<file path="src/rtl/conv_pkg.sv">
package conv_pkg;

        // ==========================================================================
        // widths
        // ==========================================================================
        localparam int PIX_W       = 8;
        localparam int TAPS        = 9;
        localparam int IN_CH       = 4;
        localparam int MAC_LATENCY = 2;

        // derived widths
        localparam int WIN_W  = PIX_W * TAPS;
        localparam int PROD_W = 2 * PIX_W;
        localparam int SUM_W  = 24;
        localparam int ACC_W  = 32;

        // ==========================================================================
        // types
        // ==========================================================================
        typedef logic signed [PIX_W-1:0]  pixel_t;
        // tap k sits at bits 8k+7 down to 8k
        typedef logic        [WIN_W-1:0]  window_t;
        typedef logic signed [PROD_W-1:0] product_t;
        // 36 products of at most 16384 each fit in 24 bits
        typedef logic signed [SUM_W-1:0]  mac_sum_t;
        typedef logic signed [ACC_W-1:0]  acc_t;

        typedef enum logic [1:0] {
                BATCH_FIRST  = 2'd0,
                BATCH_MID    = 2'd1,
                BATCH_LAST   = 2'd2,
                BATCH_SINGLE = 2'd3
        } batch_t;

endpackage

</file>
<file path="src/rtl/conv_batch_acc.sv">
module conv_batch_acc (
        input  logic               sclk,
        input  logic               rst_n,
        input  logic               in_vld,
        input  conv_pkg::batch_t   batch_type,
        input  conv_pkg::mac_sum_t sum0,
        input  conv_pkg::mac_sum_t sum1,
        input  conv_pkg::acc_t     bias0,
        input  conv_pkg::acc_t     bias1,
        output conv_pkg::acc_t     out0,
        output conv_pkg::acc_t     out1,
        output logic               out_vld
);

        // ==========================================================================
        // internal signals
        // ==========================================================================
        logic [conv_pkg::MAC_LATENCY-1:0] vld_dly;
        conv_pkg::batch_t                 type_dly [conv_pkg::MAC_LATENCY];
        conv_pkg::acc_t                   bias_dly [conv_pkg::MAC_LATENCY][2];
        logic                             vld_al;
        conv_pkg::batch_t                 type_al;

        conv_pkg::acc_t sum_x  [2];
        conv_pkg::acc_t bias_a [2];
        conv_pkg::acc_t acc_r  [2];
        conv_pkg::acc_t out_r  [2];

        // sign extended MAC sums
        assign sum_x[0]  = conv_pkg::acc_t'(sum0);
        assign sum_x[1]  = conv_pkg::acc_t'(sum1);
        // bias travels with its beat
        assign bias_a[0] = bias_dly[conv_pkg::MAC_LATENCY-1][0];
        assign bias_a[1] = bias_dly[conv_pkg::MAC_LATENCY-1][1];

        assign out0 = out_r[0];
        assign out1 = out_r[1];

        // ==========================================================================
        // align valid, batch type and bias with the MAC pipeline
        // ==========================================================================
        always_ff @(posedge sclk) begin
                if (!rst_n) begin
                        vld_dly <= '0;
                        for (int d = 0; d < conv_pkg::MAC_LATENCY; d++) begin
                                type_dly[d]    <= conv_pkg::BATCH_FIRST;
                                bias_dly[d][0] <= '0;
                                bias_dly[d][1] <= '0;
                        end
                end else begin
                        vld_dly        <= {vld_dly[conv_pkg::MAC_LATENCY-2:0], in_vld};
                        type_dly[0]    <= batch_type;
                        bias_dly[0][0] <= bias0;
                        bias_dly[0][1] <= bias1;
                        for (int d = 1; d < conv_pkg::MAC_LATENCY; d++) begin
                                type_dly[d]    <= type_dly[d-1];
                                bias_dly[d][0] <= bias_dly[d-1][0];
                                bias_dly[d][1] <= bias_dly[d-1][1];
                        end
                end
        end

        assign vld_al  = vld_dly[conv_pkg::MAC_LATENCY-1];
        assign type_al = type_dly[conv_pkg::MAC_LATENCY-1];

        // ==========================================================================
        // accumulate across batches, add bias on the closing beat
        // ==========================================================================
        always_ff @(posedge sclk) begin
                if (!rst_n) begin
                        out_vld <= 1'b0;
                        for (int i = 0; i < 2; i++) begin
                                acc_r[i] <= '0;
                                out_r[i] <= '0;
                        end
                end else begin
                        out_vld <= vld_al && (type_al == conv_pkg::BATCH_LAST ||
                                              type_al == conv_pkg::BATCH_SINGLE);
                        if (vld_al) begin
                                for (int i = 0; i < 2; i++) begin
                                        case (type_al)
                                        conv_pkg::BATCH_FIRST: begin
                                                acc_r[i] <= sum_x[i];
                                        end
                                        conv_pkg::BATCH_MID: begin
                                                acc_r[i] <= acc_r[i] + sum_x[i];
                                        end
                                        conv_pkg::BATCH_LAST: begin
                                                out_r[i] <= acc_r[i] + sum_x[i] + bias_a[i];
                                                acc_r[i] <= '0;
                                        end
                                        conv_pkg::BATCH_SINGLE: begin
                                                // accumulator left alone
                                                out_r[i] <= sum_x[i] + bias_a[i];
                                        end
                                        endcase
                                end
                        end
                end
        end

endmodule

</file>
<file path="config.mk">
export PLATFORM = sky130hd
export DESIGN_NAME = conv_batch_acc
export DESIGN_NICKNAME = d
export VERILOG_FILES = /design/src/rtl/conv_pkg.sv /design/src/rtl/conv_batch_acc.sv
export SDC_FILE = /design/constraint.sdc
export NUM_CORES = 1
export LEC_CHECK = 0
export BUFFER_PORTS_ARGS = -buffer_cell sky130_fd_sc_hd__clkbuf_2
export CAP_MARGIN = 20
export CORE_MARGIN = 10
export CORE_UTILIZATION = 60
export CTS_CLUSTER_SIZE = 25
export DETAILED_ROUTE_END_ITERATION = 16
export PLACE_DENSITY_LB_ADDON = 0.15
export SYNTH_ARGS = -nofsm -noshare
export SYNTH_HDL_FRONTEND = slang
export SYNTH_SLANG_ARGS = --single-unit
</file>
<file path="constraint.sdc">
create_clock -name sclk -period 12.4 [get_ports sclk]
set_input_delay 1.24 -clock sclk [delete_from_list [all_inputs] [get_ports sclk]]
set_output_delay 1.24 -clock sclk [all_outputs]
set_load 0.02 [all_outputs]
</file>
[Word-level counts from Yosys, hierarchy flattened]
Memories as Yosys holds them, arrays and structs flattened.
Cells that the tools add are included.
Cells by class
  $add $sub $neg: 6
  equal/unequal tests: 3
  mux-type cells: 34
  bitwise operators: 16
  reduce and logical (&&, ||, !) cells: 3
Operators by type and width (number)
  two-way mux 32 bit: 14
  adder 24 x 32 -> 32 bit: 2
  adder 32 x 24 -> 32 bit: 2
  adder 32 bit: 2
  two-way mux 1 bit: 18
  OR 1 bit: 16
  equality test 2 bit (second input constant): 2
  two-way mux 2 bit: 2
  equality test 2 x 1 -> 1 bit (second input constant): 1
  logical NOT 2 bit: 1
  logical AND 1 bit: 1
  logical OR 1 bit: 1
Word-level totals
  register bits: 3
  bits in writable memories: 260
  bits of input ports: 117
  output and inout port bits: 65
  word-level logic and storage cells: 68
  memories kept: 4
Memories
  bias_dly: depth 2, width 64, rd ports 2, clocked after memory_dff 0, wr ports 2, RTL line conv_batch_acc.sv:20  | conv_pkg::acc_t bias_dly [conv_pkg::MAC_LATENCY][2];
  acc_r: depth 2, width 32, rd ports 2, clocked after memory_dff 0, wr ports 2, RTL line conv_batch_acc.sv:26  | conv_pkg::acc_t acc_r [2];
  out_r: depth 2, width 32, rd ports 2, clocked after memory_dff 0, wr ports 2, RTL line conv_batch_acc.sv:27  | conv_pkg::acc_t out_r [2];
  type_dly: depth 2, width 2, rd ports 2, clocked after memory_dff 0, wr ports 2, RTL line conv_batch_acc.sv:19  | conv_pkg::batch_t type_dly [conv_pkg::MAC_LATENCY];

[Longest topological paths before layout]
  word-level depth: 8
  mapped depth: 25
  gate-level depth less buffers: 25

[Least setup slack after synthesis]
No wires, ideal clock.
  kind: input to register
  start point: in sum0[0]
  end point: mem out_r[0][31] in the netlist's numbering (data pin)
  setup time: 0.269 ns
  arrival time: 5.286 ns
  setup slack: 6.845 ns
  stages: 24
  buffers on the path: 0
  cell sequence: ha_1 -> inv_1 -> fa_1 -> nor2b_1 -> o21ai_1 -> a21oi_1 -> o21ai_1 -> a21boi_1 -> a211o_1 -> a41o_1 -> xnor2_1 -> o21ai_0 -> ha_1 -> a21o_1 -> a21o_1 -> a21o_1 -> a32oi_1 -> nand2_1 -> a41oi_1 -> a21oi_1 -> o311ai_0 -> o211a_1 -> nand3_1 -> nor3b_1
RTL lines
  from (decl): RTL line conv_batch_acc.sv:6  | input conv_pkg::mac_sum_t sum0,
  to (decl): RTL line conv_batch_acc.sv:27

==> summary.txt <==
Synthesis
  • Mapped Area: approximately 17000 sq um
  • Top cells by area, synth: edfxtp_1 (23%), dfxtp_1 (16%), ha_1 (12%)
  • Yosys top cell area share: 0.228
  • Avg Inst Size Synth: around 9 sq um
  • Post-synth top flop: dfxtp_1
  • Sequential fraction of the synthesis area: 0.388
  • Yosys reg bits: approximately 260
  • Area leader, netlist: edfxtp_1
  • Distinct cell type count after synthesis: between 80 and 90
  • Post-synth EDFFs: approximately 130
  • Total number of yosys warnings: 0
  • Post-Syn Nets: roughly 2100
  • Post-synthesis cell count: 1820
  • Async SR Flop Fraction: 0

Cells and area
  • Layout cells sized above 1: 0.143
  • Most common cell after layout, fill and taps aside: clkbuf_2
  • Area growth syn-to-layout: 13.6%
  • Fin area: 19200 sq um
  • Most frequent cells in the layout: clkbuf_2 (180), nor2_1 (169), ha_1 (157)
  • # nets final: about 2300
  • Post-layout util: 0.690

Routing
  • DRT iter0 DRCs: just over 800
  • DRC: 0
  • Pre-Repair DR Iteration Count: 5
  • DR WL/cell: around 19 um
  • Via count: between 10000 and 15000
  • Final WL: approximately 44000 um
  • Final ANT Viol Nets: 0
  • Vias/cell: ~5.8

Timing
  • Final setup viols: 0
  • Slew margin rel.: 0.321
  • Final hold violations: 0
  • Max Clock Freq: ~0.17 GHz
  • Fin crit share: 0.486
  • Skew final: 0.0163 ns
  • Minimum clock period: between 6 and 7 ns
  • Worst Tran Pin Value: roughly 1.0 ns
  • Setup TNS: 0 ns
  • RSZ-0062 raised after global routing: no
  • Final Slew Violations: 0

Power and ir drop
  • Sequential Power Share: 0.383
  • P_sw: 0.754 mW
  • Sw frac: 0.298
  • P_int: ~1.8 mW
  • Peak supply drop: 0.127 mV
  • Total power: 2.53 mW
  • LEAKAGE: between 8 and 9 nW
  • PD cells: between 100 and 150 nW/um^2
  • Clock power frac: 0.366
  • Combinational share of power: 0.251

Floorplan
  • Die Y: between 150 and 200 um
  • Initial Utilization: 0.607
  • I/O pins: about 180
  • Core ar.: roughly 28000 sq um
  • Die Wd: ~190 um
  • Cell Rows: 61
  • Die Footprint: between 30000 and 40000 sq um

Global route
  • First-pass GRT wire length: approximately 70000 um
  • Vias in the first global route: between 10000 and 15000
  • Total grt overflow: 0
  • Initial antenna violation count: 2
  • Overall Global Routing Usage: 0.246
  • Largest net degree at the start of global routing: 81

Job
  • Total of max-cap violations: 0

Placed design
  • Port buffer count: around 180
  • Detail Placement HPWL: approximately 33000 um
  • Cell Area, Placed: 18100 sq um
  • Gpl congestion: roughly 0.94

Clocking
  • CTS sink count: 263
  • # hold bufs at CTS: 0
  • Max clock buf depth: 3
  • Post-CTS setup buffers: 0
  • Root buf cell: clkbuf_16
  • CTS tree: built
  • Worst-path clk slew: around 0.06 ns
  • CTS buffer count: 29
  • Clk_lat worst skew: about 0.57 ns
  • CTS resizes: 0
  • H-tree depth: 1

Hold path
  • Hold Path Class: reg2reg
  • Cells on Worst Hold Path: 1

Worst setup path
  • Critical Path AT: between 6 and 7 ns
  • R2R depth: 22
  • CP Launch Type: input port
  • Crit end category: flip-flop
  • Setup CP Type: in2reg
  • Critical path fanouts, max: 6
  • Worst EP required: around 13 ns

Run status
  • Status: finished, final reports clean
==> path summary, 6_finish.rpt <==
kind / from / endpoint / slack, ns
worst max-delay path: sum1[0] / out_r[1][31]$_DFFE_PP_ / 6.37
worst min-delay path: bias_dly[0][36]$_SDFF_PN0_ / bias_dly[1][36]$_SDFF_PN0_ / 0.43
worst max register to register: acc_r[1][0]$_DFFE_PP_ / out_r[1][31]$_DFFE_PP_ / 6.85
worst min register to register: bias_dly[0][36]$_SDFF_PN0_ / bias_dly[1][36]$_SDFF_PN0_ / 0.43
==> critical path: stages <==
cell,delay (ns)
clkbuf_2,0.11
ha_1,0.21
inv_1,0.07
fa_1,0.40
nor2b_1,0.12
o21ai_0,0.11
a21boi_1,0.41
o211a_1,0.29
o21ai_0,0.18
a31oi_1,0.52
xor2_1,0.29
ha_1,0.36
a21oi_1,0.26
o21bai_1,0.11
a21o_1,0.20
a21oi_1,0.15
nor2b_1,0.07
a311oi_1,0.35
a211oi_1,0.17
a31o_2,0.29
xor2_1,0.14
a21oi_1,0.19
mux2i_1,0.21
==> sequential cells by signal (all words and copies together), names as in the netlist <==
signal / cells
vld_dly: 2
bias_dly: 128
acc_r: 64
out_vld: 1
out_r: 64
type_dly: 4
==> through the flow <==
stage,hold slack (ns),instances,setup slack [ns]
finish,0.428,2388,6.37
detailed placement,0.417,2331,5.97
global placement,0.409,2331,6.06
floorplan,0.406,1820,6.84
CTS,0.429,2385,6.51
global route,0.443,2386,5.79
==> synthesized netlist by cell type, types with 5 or more instances <==
library cell  count
a211o_1           7
a211oi_1         19
a21o_1           76
a21oi_1         146
a31o_2            9
a31oi_1          19
and2_1          148
and3_1           10
clkbuf_1         55
dfxtp_1         135
edfxtp_1        128
fa_1              5
ha_1            157
inv_1            48
mux2i_1          26
nand2_1         140
nand2b_1         23
nand3_1          22
nand4_1          17
nor2_1          170
nor2b_1          20
nor3_1           24
nor3b_1           7
o211ai_1         10
o21a_1           27
o21ai_0         104
o21ai_1          10
o21bai_1         12
o22ai_1           9
o31a_1            5
or2_2            12
or3_1             8
xnor2_1          75
xor2_1           57
==> power groups by stage <==
| stage | Clock (mW) | Combinational (mW) | Sequential (mW) |
|---|---|---|---|
| floorplan | 0 | 0.462 | 0.991 |
| detailed placement | 0 | 0.621 | 0.987 |
| global route | 0.978 | 0.704 | 0.973 |
| finish | 0.927 | 0.634 | 0.969 |
| CTS | 0.942 | 0.627 | 0.969 |
| global placement | 0 | 0.612 | 0.986 |
==> metal layers <==
layer | wire (um) | GRT usage
met5 | 0 | 0
met2 | 20400 | 0.408
met3 | 2810 | 0.0464
met1 | 20000 | 0.321
met4 | 1120 | 0.0714
==> logic make-up after synthesis <==
logic type | after synthesis | share of synthesized area
flip-flops | 263 | 0.388
AND/OR/NAND/NOR | 617 | 0.182
AO/OA/AOI/OAI | 514 | 0.198
buffers and inverters | 104 | 0.0232
adder cells (fa/ha/maj) | 162 | 0.122
XOR/XNOR | 133 | 0.0702
multiplexers | 27 | 0.0161
==> layout make-up <==
class | count | area (sq um)
Timing Repair Buffer | 189 | 968
Multi-Input combinational cell | 1453 | 9950
Inverter | 48 | 180
Clock buffer | 35 | 768
Fill cell | 2263 | 8620
Tap cell | 378 | 473
Sequential cell | 263 | 6550
Clock inverter | 19 | 268
Antenna cell | 3 | 7.51
(Power assumes the default switching activity.)
